[src/common/core_defines.svh]
// core sizing macros: register count, data width, station depth,
// add latency and register reset value
`ifndef CORE_DEFINES_SVH
`define CORE_DEFINES_SVH

// architectural registers, r0 is hardwired zero
`define NUM_REGS 8

// register and common data bus width
`define DATA_W 32

// entries in the add reservation station
`define RS_DEPTH 4

// cycles from dispatch to broadcast on the common data bus
`define ADD_LATENCY 3

// value loaded into r1..r7 at reset
`define REG_RESET_VAL 1

`endif
[src/common/core_pkg.sv]
// microarchitecture types: data word, station index, busy vector
// and issue FSM states
`default_nettype none

`include "core_defines.svh"

package core_pkg;

  typedef logic [`DATA_W-1:0] data_t;

  // one busy bit per architectural register
  typedef logic [`NUM_REGS-1:0] busy_vec_t;

  typedef logic [$clog2(`RS_DEPTH)-1:0] rs_idx_t;

  // intake FSM: wait for req, try to issue, hold ack
  typedef enum logic [1:0] {
    IDLE  = 2'd0,
    ISSUE = 2'd1,
    ACK   = 2'd2
  } issue_state_t;

endpackage

`default_nettype wire

[src/common/isa_pkg.sv]
// instruction set types: opcode, register index, instruction word
// and field extract helpers
`default_nettype none

package isa_pkg;

  // reference opcode codes, 101..111 are unused and act like NOP
  typedef enum logic [2:0] {
    NOP   = 3'b000,
    LD    = 3'b001,
    ST    = 3'b010,
    ADDF  = 3'b011,
    MULTF = 3'b100
  } opcode_t;

  typedef logic [2:0] reg_idx_t;

  // op[11:9] dest[8:6] src_a[5:3] src_b[2:0]
  typedef logic [11:0] instr_t;

  function automatic opcode_t instr_op(instr_t i);
    return opcode_t'(i[11:9]);
  endfunction

  function automatic reg_idx_t instr_dest(instr_t i);
    return i[8:6];
  endfunction

  function automatic reg_idx_t instr_src_a(instr_t i);
    return i[5:3];
  endfunction

  function automatic reg_idx_t instr_src_b(instr_t i);
    return i[2:0];
  endfunction

endpackage

`default_nettype wire

[src/common/core_ifs.sv]
// issue_if, reg_read_if and dispatch_if with their modports
`timescale 1ns/10ps
`default_nettype none

// issue bus from the intake FSM to the station and the register file
interface issue_if import isa_pkg::*, core_pkg::*; ();
  // one-cycle pulse, never while full
  logic     valid;
  reg_idx_t dest;
  // source index doubles as the wait tag
  reg_idx_t a_src;
  data_t    a_val;
  logic     a_busy;
  reg_idx_t b_src;
  data_t    b_val;
  logic     b_busy;
  // all station entries in use
  logic     full;

  modport issuer (output valid, dest, a_src, a_val, a_busy, b_src, b_val, b_busy,
                  input full);
  modport station (input valid, dest, a_src, a_val, a_busy, b_src, b_val, b_busy,
                   output full);
  // register file only needs the destination to mark busy
  modport sink (input valid, dest);
endinterface

// combinational operand reads
interface reg_read_if import isa_pkg::*, core_pkg::*; ();
  reg_idx_t  a_idx;
  reg_idx_t  b_idx;
  data_t     a_data;
  data_t     b_data;
  logic      a_busy;
  logic      b_busy;
  busy_vec_t busy;

  modport reader (output a_idx, b_idx, input a_data, b_data, a_busy, b_busy, busy);
  modport file (input a_idx, b_idx, output a_data, b_data, a_busy, b_busy, busy);
endinterface

// station to add unit
interface dispatch_if import isa_pkg::*, core_pkg::*; ();
  // one-cycle pulse, only while unit_busy is low
  logic     valid;
  reg_idx_t dest;
  data_t    a;
  data_t    b;
  logic     unit_busy;

  modport source (output valid, dest, a, b, input unit_busy);
  modport unit (input valid, dest, a, b, output unit_busy);
endinterface

`default_nettype wire

[src/verilog/tomasulo_core.sv]
// top level of the out-of-order add core
`timescale 1ns/10ps
`default_nettype none

module tomasulo_core import isa_pkg::*, core_pkg::*; (
  input  logic     clk,
  input  logic     rst_n,
  // four-phase instruction intake
  input  logic     instr_req,
  input  instr_t   instr,
  output logic     instr_ack,
  // common data bus, also visible outside
  output logic     cdb_valid,
  output reg_idx_t cdb_dest,
  output data_t    cdb_data,
  // register peek
  input  reg_idx_t dbg_sel,
  output data_t    dbg_data
);

  issue_if    issue_bus ();
  reg_read_if rd_bus ();
  dispatch_if disp_bus ();

  issue_ctrl issue_ctrl_inst (
    .clk       (clk),
    .rst_n     (rst_n),
    .instr_req (instr_req),
    .instr     (instr),
    .instr_ack (instr_ack),
    .issue     (issue_bus.issuer),
    .rd        (rd_bus.reader)
  );

  reg_file reg_file_inst (
    .clk       (clk),
    .rst_n     (rst_n),
    .issue     (issue_bus.sink),
    .rd        (rd_bus.file),
    .cdb_valid (cdb_valid),
    .cdb_dest  (cdb_dest),
    .cdb_data  (cdb_data),
    .dbg_sel   (dbg_sel),
    .dbg_data  (dbg_data)
  );

  res_station res_station_inst (
    .clk       (clk),
    .rst_n     (rst_n),
    .issue     (issue_bus.station),
    .disp      (disp_bus.source),
    .cdb_valid (cdb_valid),
    .cdb_dest  (cdb_dest),
    .cdb_data  (cdb_data)
  );

  add_unit add_unit_inst (
    .clk       (clk),
    .rst_n     (rst_n),
    .disp      (disp_bus.unit),
    .cdb_valid (cdb_valid),
    .cdb_dest  (cdb_dest),
    .cdb_data  (cdb_data)
  );

endmodule

`default_nettype wire

[src/verilog/issue_ctrl.sv]
// four-phase instruction intake, decode and issue FSM
`timescale 1ns/10ps
`default_nettype none

module issue_ctrl import isa_pkg::*, core_pkg::*; (
  input  logic   clk,
  input  logic   rst_n,
  input  logic   instr_req,
  input  instr_t instr,
  output logic   instr_ack,
  issue_if.issuer issue,
  reg_read_if.reader rd
);

  issue_state_t state;
  instr_t       instr_q;
  opcode_t      op;
  reg_idx_t     dest;
  logic         is_add;
  logic         can_issue;

  // decode from the latched word, stable through ISSUE
  assign op        = instr_op(instr_q);
  assign dest      = instr_dest(instr_q);
  assign rd.a_idx  = instr_src_a(instr_q);
  assign rd.b_idx  = instr_src_b(instr_q);

  // one producer per register, so wait while dest is still pending
  assign is_add    = (op == ADDF);
  assign can_issue = is_add && !rd.busy[dest] && !issue.full;

  assign issue.valid  = (state == ISSUE) && can_issue;
  assign issue.dest   = dest;
  // value when ready, otherwise the source index is the tag
  assign issue.a_src  = rd.a_idx;
  assign issue.a_val  = rd.a_data;
  assign issue.a_busy = rd.a_busy;
  assign issue.b_src  = rd.b_idx;
  assign issue.b_val  = rd.b_data;
  assign issue.b_busy = rd.b_busy;

  assign instr_ack = (state == ACK);

  always_ff @(posedge clk) begin
    if (!rst_n) begin
      state <= IDLE;
    end else begin
      case (state)
        IDLE: if (instr_req) state <= ISSUE;
        // non-add opcodes are dropped and acked right away
        ISSUE: if (!is_add || can_issue) state <= ACK;
        // drop ack once the sender has released req
        ACK: if (!instr_req) state <= IDLE;
        default: state <= IDLE;
      endcase
    end
  end

  // capture the word when the request is first seen
  always_ff @(posedge clk) begin
    if (state == IDLE && instr_req) begin
      instr_q <= instr;
    end
  end

endmodule

`default_nettype wire

[src/verilog/reg_file.sv]
// architectural registers with busy bits, forwarding read ports
// and a debug read port
`timescale 1ns/10ps
`default_nettype none

`include "core_defines.svh"

module reg_file import isa_pkg::*, core_pkg::*; (
  input  logic     clk,
  input  logic     rst_n,
  issue_if.sink    issue,
  reg_read_if.file rd,
  input  logic     cdb_valid,
  input  reg_idx_t cdb_dest,
  input  data_t    cdb_data,
  input  reg_idx_t dbg_sel,
  output data_t    dbg_data
);

  data_t     regs [`NUM_REGS];
  busy_vec_t busy;

  // r0 reads zero, a register on the bus this cycle reads the bus
  function automatic data_t read_data(reg_idx_t idx);
    data_t val;
    if (idx == '0) val = '0;
    else if (cdb_valid && cdb_dest == idx) val = cdb_data;
    else val = regs[idx];
    return val;
  endfunction

  function automatic logic read_busy(reg_idx_t idx);
    return (idx != '0) && busy[idx] && !(cdb_valid && cdb_dest == idx);
  endfunction

  always_comb begin
    rd.a_data = read_data(rd.a_idx);
    rd.b_data = read_data(rd.b_idx);
    rd.a_busy = read_busy(rd.a_idx);
    rd.b_busy = read_busy(rd.b_idx);
  end

  // raw vector, the destination check waits for the write edge
  assign rd.busy = busy;

  assign dbg_data = (dbg_sel == '0) ? '0 : regs[dbg_sel];

  always_ff @(posedge clk) begin
    if (!rst_n) begin
      busy <= '0;
      for (int i = 0; i < `NUM_REGS; i++) begin
        regs[i] <= (i == 0) ? '0 : data_t'(`REG_RESET_VAL);
      end
    end else begin
      // write-back from the common data bus
      if (cdb_valid && cdb_dest != '0) begin
        regs[cdb_dest] <= cdb_data;
        busy[cdb_dest] <= 1'b0;
      end
      // new producer, set last so it wins over a same-cycle clear
      if (issue.valid && issue.dest != '0) begin
        busy[issue.dest] <= 1'b1;
      end
    end
  end

endmodule

`default_nettype wire

[src/station/res_station.sv]
// add reservation station: entry storage, bus snooping and
// lowest-index ready dispatch
`timescale 1ns/10ps
`default_nettype none

`include "core_defines.svh"

module res_station import isa_pkg::*, core_pkg::*; #(
  parameter int DEPTH = `RS_DEPTH
) (
  input  logic      clk,
  input  logic      rst_n,
  issue_if.station  issue,
  dispatch_if.source disp,
  input  logic      cdb_valid,
  input  reg_idx_t  cdb_dest,
  input  data_t     cdb_data
);

  // per-entry state
  logic [DEPTH-1:0] in_use;
  logic [DEPTH-1:0] a_rdy;
  logic [DEPTH-1:0] b_rdy;
  reg_idx_t         dest_q [DEPTH];
  reg_idx_t         a_src  [DEPTH];
  reg_idx_t         b_src  [DEPTH];
  data_t            a_val  [DEPTH];
  data_t            b_val  [DEPTH];

  logic [DEPTH-1:0] ready;
  rs_idx_t          free_idx;
  rs_idx_t          disp_idx;

  // both operands captured, from registered state only
  assign ready = in_use & a_rdy & b_rdy;

  assign issue.full = &in_use;

  // lowest free slot and lowest ready slot, scan downward so index 0 wins
  always_comb begin
    free_idx = '0;
    disp_idx = '0;
    for (int i = DEPTH - 1; i >= 0; i--) begin
      if (!in_use[i]) free_idx = rs_idx_t'(i);
      if (ready[i]) disp_idx = rs_idx_t'(i);
    end
  end

  // hold ready entries while the add unit is occupied
  assign disp.valid = |ready && !disp.unit_busy;
  assign disp.dest  = dest_q[disp_idx];
  assign disp.a     = a_val[disp_idx];
  assign disp.b     = b_val[disp_idx];

  always_ff @(posedge clk) begin
    if (!rst_n) begin
      in_use <= '0;
    end else begin
      if (disp.valid) begin
        in_use[disp_idx] <= 1'b0;
      end
      // issue is never raised while full, so free_idx is valid here
      if (issue.valid) begin
        in_use[free_idx] <= 1'b1;
      end
    end
  end

  // operand capture, snoop first, then the new entry
  always_ff @(posedge clk) begin
    for (int i = 0; i < DEPTH; i++) begin
      if (in_use[i] && !a_rdy[i] && cdb_valid && cdb_dest == a_src[i]) begin
        a_val[i] <= cdb_data;
        a_rdy[i] <= 1'b1;
      end
      if (in_use[i] && !b_rdy[i] && cdb_valid && cdb_dest == b_src[i]) begin
        b_val[i] <= cdb_data;
        b_rdy[i] <= 1'b1;
      end
    end
    if (issue.valid) begin
      dest_q[free_idx] <= issue.dest;
      a_src[free_idx]  <= issue.a_src;
      b_src[free_idx]  <= issue.b_src;
      // a busy operand keeps its tag and waits for the bus
      a_val[free_idx]  <= issue.a_val;
      b_val[free_idx]  <= issue.b_val;
      a_rdy[free_idx]  <= !issue.a_busy;
      b_rdy[free_idx]  <= !issue.b_busy;
    end
  end

endmodule

`default_nettype wire

[src/exec/add_unit.sv]
// add execution unit driving the common data bus
`timescale 1ns/10ps
`default_nettype none

module add_unit import isa_pkg::*, core_pkg::*; (
  input  logic       clk,
  input  logic       rst_n,
  dispatch_if.unit   disp,
  output logic       cdb_valid,
  output reg_idx_t   cdb_dest,
  output data_t      cdb_data
);

  logic     busy_q;
  logic     done;
  data_t    sum_q;
  reg_idx_t dest_q;

  exec_timer timer_inst (
    .clk   (clk),
    .rst_n (rst_n),
    .start (disp.valid),
    .done  (done)
  );

  // busy through the broadcast cycle
  always_ff @(posedge clk) begin
    if (!rst_n) busy_q <= 1'b0;
    else if (disp.valid) busy_q <= 1'b1;
    else if (done) busy_q <= 1'b0;
  end

  // result computed on entry, held until broadcast
  always_ff @(posedge clk) begin
    if (disp.valid) begin
      sum_q  <= disp.a + disp.b;
      dest_q <= disp.dest;
    end
  end

  assign disp.unit_busy = busy_q;
  assign cdb_valid      = done;
  assign cdb_dest       = dest_q;
  assign cdb_data       = sum_q;

endmodule

`default_nettype wire

[src/exec/exec_timer.sv]
// down-counter timing one multi-cycle operation
`timescale 1ns/10ps
`default_nettype none

`include "core_defines.svh"

module exec_timer (
  input  logic clk,
  input  logic rst_n,
  input  logic start,
  output logic done
);

  localparam int CNT_W = $clog2(`ADD_LATENCY + 1);

  logic [CNT_W-1:0] count;

  // zero means idle
  always_ff @(posedge clk) begin
    if (!rst_n) count <= '0;
    else if (start) count <= CNT_W'(`ADD_LATENCY);
    else if (count != '0) count <= count - 1'b1;
  end

  // last cycle of the count, exactly ADD_LATENCY cycles after start
  assign done = (count == CNT_W'(1));

endmodule

`default_nettype wire

[config.mk]
export PLATFORM = sky130hd
export DESIGN_NAME = tomasulo_core
export DESIGN_NICKNAME = d
export VERILOG_FILES = /design/src/common/core_pkg.sv /design/src/common/isa_pkg.sv /design/src/common/core_ifs.sv /design/src/verilog/tomasulo_core.sv /design/src/verilog/issue_ctrl.sv /design/src/verilog/reg_file.sv /design/src/station/res_station.sv /design/src/exec/add_unit.sv /design/src/exec/exec_timer.sv
export VERILOG_INCLUDE_DIRS = /design/src /design/src/common
export SDC_FILE = /design/constraint.sdc
export NUM_CORES = 1
export LEC_CHECK = 0
export BUFFER_PORTS_ARGS = -buffer_cell sky130_fd_sc_hd__buf_2
export CAP_MARGIN = 20
export CORE_MARGIN = 4
export CORE_UTILIZATION = 50
export DETAILED_ROUTE_END_ITERATION = 16
export PLACE_DENSITY = 0.69
export SYNTH_ARGS = -nofsm -noshare
export SYNTH_HDL_FRONTEND = slang
export SYNTH_SLANG_ARGS = --single-unit
[constraint.sdc]
create_clock -name clk -period 5.1 [get_ports clk]
set_clock_uncertainty 0.2 [all_clocks]
set_input_delay 1.02 -clock clk [delete_from_list [all_inputs] [get_ports clk]]
set_output_delay 1.02 -clock clk [all_outputs]
set_load 0.005 [all_outputs]
======== Yosys cells after proc, flatten, opt, wreduce, memory -nomap -nowiden ========
Memories as Yosys holds them, arrays and structs flattened. A register that Yosys moved wholly into a read port is not among the register bits.
Index checks and enable logic that the tools add are counted.
word-level totals
  flip-flop bits (word level) ............. 69
  bits in writable memories ............... 548
  input port bits ......................... 18
  output and inout port bits .............. 69
  word-level logic and storage cells ...... 205
  memories ................................ 6
cells by class
  add/subtract/negate cells ............... 2
  magnitude comparators ................... 10
  eq/ne operators ......................... 17
  muxes and demuxes ....................... 80
  bitwise gates (word level) .............. 8
  reductions and logical operators ........ 73
memories
  name                     depth  bits a word  rd ports  clocked after memory_dff  write ports  line               source
  reg_file_inst.regs       8      32           3         2                         8            reg_file.sv:20     data_t regs [`NUM_REGS];
  res_station_inst.a_val   4      32           1         0                         5            res_station.sv:27  data_t a_val [DEPTH];
  res_station_inst.b_val   4      32           1         0                         5            res_station.sv:28  data_t b_val [DEPTH];
  res_station_inst.a_src   4      3            4         0                         1            res_station.sv:25  reg_idx_t a_src [DEPTH];
  res_station_inst.b_src   4      3            4         0                         1            res_station.sv:26  reg_idx_t b_src [DEPTH];
  res_station_inst.dest_q  4      3            1         1                         1            res_station.sv:24  reg_idx_t dest_q [DEPTH];
operators with widths
  cell                  number
  $mux W32              6
  $logic_and A1 B1 Y1   41
  $mux W1               40
  $add A32 B32 Y32      1
  $reduce_or A32 Y1     1
  $eq A3 B3 Y1          10
  $mux W2               13
  $mux W8               3
  $mux W4               5
  $logic_not A1 Y1      16
  $lt A3 B4 Y1 const B  4
  $and A4 B4 Y4         3
  $reduce_bool A3 Y1    4
  $bmux W1 S3           3
  $logic_not A3 Y1      3
  $mux W3               3
  $and A8 B8 Y8         1
  $bwmux W4             2
  $not A8 Y8            1
  $or A8 B8 Y8          1
  $demux W1 S3          2
  $ge A3 B1 Y1 const B  2
  $lt A2 B3 Y1 const B  2
  $ne A2 B2 Y1 const B  3
  other kinds (15)      20

======== Longest topological paths before layout ========
  depth after elaboration ................. 16
  depth in mapped cells ................... 20
  gate-level depth less buffers ........... 17

======== Modules after synthesis ========
A second synthesis with hierarchy kept.
unflattened totals
  cells, all modules ...................... 3168
  area total of the unflattened synthesis .. 34383.0 um^2
modules (own cells, without submodules)
  module       times used  cells an instance  area an instance (um^2)
  res_station  1           1332               15595.0
  reg_file     1           1437               14709.1
  add_unit     1           275                2811.4
  issue_ctrl   1           114                1161.1
  exec_timer   1           10                 106.4

======== Worst setup path after synthesis ========
OpenSTA, ideal clock, no wires.
  path type ............................... register -> register
  start point ............................. register add_unit_inst.dest_q[2] (netlist: add_unit_inst.cdb_dest[2]) (read register of res_station_inst.dest_q)
  end point ............................... memory res_station_inst.b_val[2][0] (netlist bit), enable pin
  arrival ................................. 4.639 ns
  setup slack ............................. -0.249 ns
  cell stages (with the launch flop) ...... 6
  path buffers ............................ 2
  period minus slack after synthesis ...... 5.349 ns
  path through ............................ edfxtp_1 -> clkbuf_1 -> buf_1 -> xnor2_1 -> nand2_1 -> o41ai_1
RTL lines
  element      line               source
  from (decl)  add_unit.sv:17     reg_idx_t dest_q;
  to (decl)    res_station.sv:28

======== Worst setup path in the final report ========
  start point ............................. register res_station_inst.in_use[0]
  end point ............................... register add_unit_inst.sum_q[26] (netlist: add_unit_inst.cdb_data[26]) (data pin)
between the ends
  cells in the longest elaborated chain, start to end .. 5
  elaborated cells between the ends (all ways) .. 6
ends and longest elaborated chain
  element                                   line               source
  from (decl)                               res_station.sv:21  logic [DEPTH-1:0] in_use;
  from (signal assigned)                    res_station.sv:57  in_use <= '0;
  from (signal, indexed assignment)         res_station.sv:60  in_use[disp_idx] <= 1'b0;
  from (signal, indexed assignment)         res_station.sv:64  in_use[free_idx] <= 1'b1;
  $and A4 B4 Y4 * (2 in a row)              res_station.sv:35  assign ready = in_use & a_rdy & b_rdy;
  $mux W2 *                                 res_station.sv:45  if (ready[i]) disp_idx = rs_idx_t'(i);
  $mem_v2 Z4 W32, on equally long branches  --
  $add A32 B32 Y32 *                        add_unit.sv:36     sum_q <= disp.a + disp.b;
  to (signal assigned)                      add_unit.sv:36
  to (decl)                                 add_unit.sv:16     data_t sum_q;
Mark *: on every way between the ends. The rest lies on a longest branch, timed or not.
A chain may end at the register's enable or synchronous reset.

==> impl_metrics.yaml <==
timing:
  max-slew-margin-rel_pct: 32.4
  fin_crit_ps: 4740
  clock.fmax_ghz: 0.211
  finalSetupTns_ps: 0
  finalMaxSlewViolations: 0
  setup_viol: 0
  finalCritPeriodShare_pct: 93.0
  worst_pin_slew_ps: 1010
  hold_viol: 0
  layout_setup_ws_ps: 359
  grt_setup_unrepaired: "no"
cts:
  cts.hold.buffers_added: 0
  h-tree-depth: 3
  clock-sinks: 626
  cts_made_buffers: 69
  clk_pin_slew_ps: 60
  post_cts_buffers: 0
  worstSkewPairLatency_ps: 620
  cts_root_buf: "clkbuf_16"
  post_cts_resized: 0
  cts_buffer_depth: 3
  cts_tree: "done"
route:
  via_per_inst: 6.41
  ant_nets: 0
  drtIter0Drc: 3292
  drc: 0
  wl_um: 103000
  firstDrtPassIters: 6
  vias: 24576
  wl_per_cell_um: 26.8
grt:
  antenna_found_initial: 4
  grt_pass1_wl_um: 153000
  grt_max_degree: 66
  track_usage_pct: 28.8
  grt_pass1_vias: 24439
  overflow: 0
hold_path:
  min_path_type: "register to register"
  min_from: "reg_file_inst.rd.busy[0]"
floorplan:
  pin_count: 87
  die_h_um: 266
  rows: 94
  start_util_pct: 50.6
  die_w_um: 266
  core_area_mm2: 0.0659
  floorplan.die_area_mm2: 0.0708
yosys:
  yosysWarnings: 0
  async_reset_ff_share_pct: 0
  synth_area_mm2: 0.0333
  synth_edf_count: 595
  ys.flop_type: "edfxtp_1"
  synth.distinct_cells: 61
  synth.ff_latch_count: 626
  syn_area_per_cell_um2: 11.6
  yosysSeqAreaShare_pct: 55.5
  synthCells: 2880
critical_path:
  crit_start: "res_station_inst.in_use[0]"
  cp.arrival_ps: 4910
  path_class: "register to register"
  timing.rr.start: "res_station_inst.in_use[0]"
  path_max_fanout: 9
  critPathLaunchType: "register"
  worst_ep_required_time_ps: 5270
  end_kind: "register"
power:
  switchingPower_uw: 3060
  leakage_uw: 0.0139
  power_frac_seq_pct: 48.6
  pwr-share-comb_pct: 11.1
  cellPowerDensity_mw_per_mm2: 331
  ir_drop_mv: 0.275
  swShare_pct: 24.9
  intPower_uw: 9260
  clkPwrFrac_pct: 40.3
place:
  dp_hpwl_um: 63300
  pre_cts_ws_ps: 272
  place_congestion: 0.935
  port_buffers: 86
cells_and_area:
  layout_commonest_cell: "nand2_1"
  final_cell_mix: "nand2_1, edfxtp_1, and2_1"
  seq_area_mm2: 0.0185
  multiInputGateArea_mm2: 0.0141
  n_fill_cell: 5305
  area_growth_pct: 11.7
  drive_above_1_share_pct: 17.3
  num-nets-final: 2970
status:
  status: "finished clean"
job:
  maxCapViolations: 0
-- final cells by class --
class                      instances  area share, %
clock inverter                    34          0.871
multi-input combinational       2035           38.0
clock buffer                      88           5.00
timing repair buffer             162           3.19
antenna                            3         0.0202
tap                              864           2.91
sequential                       626           49.7
inverter                          24          0.242
-- power by group through the flow --
stage / combinational (uW) / clock (uW) / sequential, uW
floorplan: 975 / 0 / 5970
global placement: 1320 / 0 / 6080
detailed placement: 1350 / 0 / 6100
CTS: 1350 / 4990 / 5990
global route: 1450 / 5210 / 6020
finish: 1370 / 4960 / 5990
-- flip-flops by register name, summed over array words and instances (netlist names), named ones only --
register	cells
reg_file_inst.regs	256
res_station_inst.a_val	128
res_station_inst.b_val	128
add_unit_inst.cdb_data	32
issue_ctrl_inst.instr_q	12
res_station_inst.a_src	12
res_station_inst.b_src	12
res_station_inst.dest_q	12
reg_file_inst.rd.busy	8
res_station_inst.a_rdy	4
res_station_inst.b_rdy	4
res_station_inst.in_use	4
add_unit_inst.cdb_dest	3
add_unit_inst.timer_inst.count	2
issue_ctrl_inst.state	2
add_unit_inst.disp.unit_busy	1
-- cell usage after synthesis (4+ instances only) --
cell | number | share of area [%]
a211oi_1 | 73 | 1.6
a21o_1 | 19 | 0.43
a21oi_1 | 37 | 0.56
a222oi_1 | 19 | 0.57
a22oi_1 | 32 | 0.72
a31oi_1 | 4 | 0.075
and2_1 | 222 | 4.2
buf_1 | 17 | 0.19
buf_2 | 24 | 0.36
buf_4 | 4 | 0.090
buf_6 | 16 | 0.54
clkbuf_1 | 164 | 1.8
dfxtp_1 | 31 | 1.9
edfxtp_1 | 595 | 54
ha_1 | 33 | 1.2
inv_1 | 21 | 0.24
mux2_2 | 38 | 1.3
mux2i_1 | 69 | 2.1
mux4_2 | 162 | 11
nand2_1 | 745 | 8.4
nand2b_1 | 15 | 0.28
nand3_1 | 17 | 0.26
nor2_1 | 197 | 2.2
nor2b_1 | 7 | 0.13
nor3_1 | 64 | 0.96
o211ai_1 | 4 | 0.090
o21a_1 | 6 | 0.14
o21ai_0 | 71 | 1.1
o21ai_1 | 5 | 0.075
o22ai_1 | 52 | 0.98
o41ai_1 | 7 | 0.18
or3_1 | 11 | 0.21
xnor2_1 | 41 | 1.1
xor2_1 | 17 | 0.45
-- worst max-delay path: stages (launching register included) --
cell	delay (ps)
dfxtp_1	480
nand3_1	300
nand2_1	220
or3_2	200
nor2_1	50
nor3_1	170
ha_1	250
inv_1	80
fa_1	460
nand2b_1	180
a21o_1	170
a21oi_1	370
a21oi_1	160
a211oi_2	360
a21oi_1	160
a32oi_1	350
a21oi_1	170
xnor2_1	140
-- per-stage QoR --
stage	instances	total power (uW)	hold slack [ps]	area [um2]	util, %
2_1_floorplan	2911	6940	229	33500	-
3_3_place_gp	3708	7400	245	34900	53.0
3_5_place_dp	3708	7440	245	34900	53.0
4_1_cts	3830	12300	262	37100	56.3
5_1_grt	3833	12700	289	37200	56.5
6_report	3836	12300	259	37200	56.5
-- per-layer routing --
metal  up-vias  share of wire (%)  global-route usage (%)
li1      10528                  -                       -
met1     12105                 37                    38.1
met2      1666                 47                    46.1
met3       275                 11                    4.88
met4         2                5.3                    15.1
met5         -             0.0078                       0
-- worst paths after layout --
check	to	slack (ps)	depth (start not counted)
max	add_unit_inst.cdb_data[26]	360	17
min	reg_file_inst.rd.busy[0]	260	1
max reg2reg	add_unit_inst.cdb_data[26]	360	17
min reg2reg	reg_file_inst.rd.busy[0]	260	1
-- cells by family after synthesis --
family,share of synthesized area (%)
simple gates,17.0
flops,55.5
compound gates,7.03
mux,14.3
buf+inv,3.32
xor+xnor,1.53
fa+ha+maj,1.30
other cells,0.0113
No activity file was read; power rests on OpenSTA's default activity.
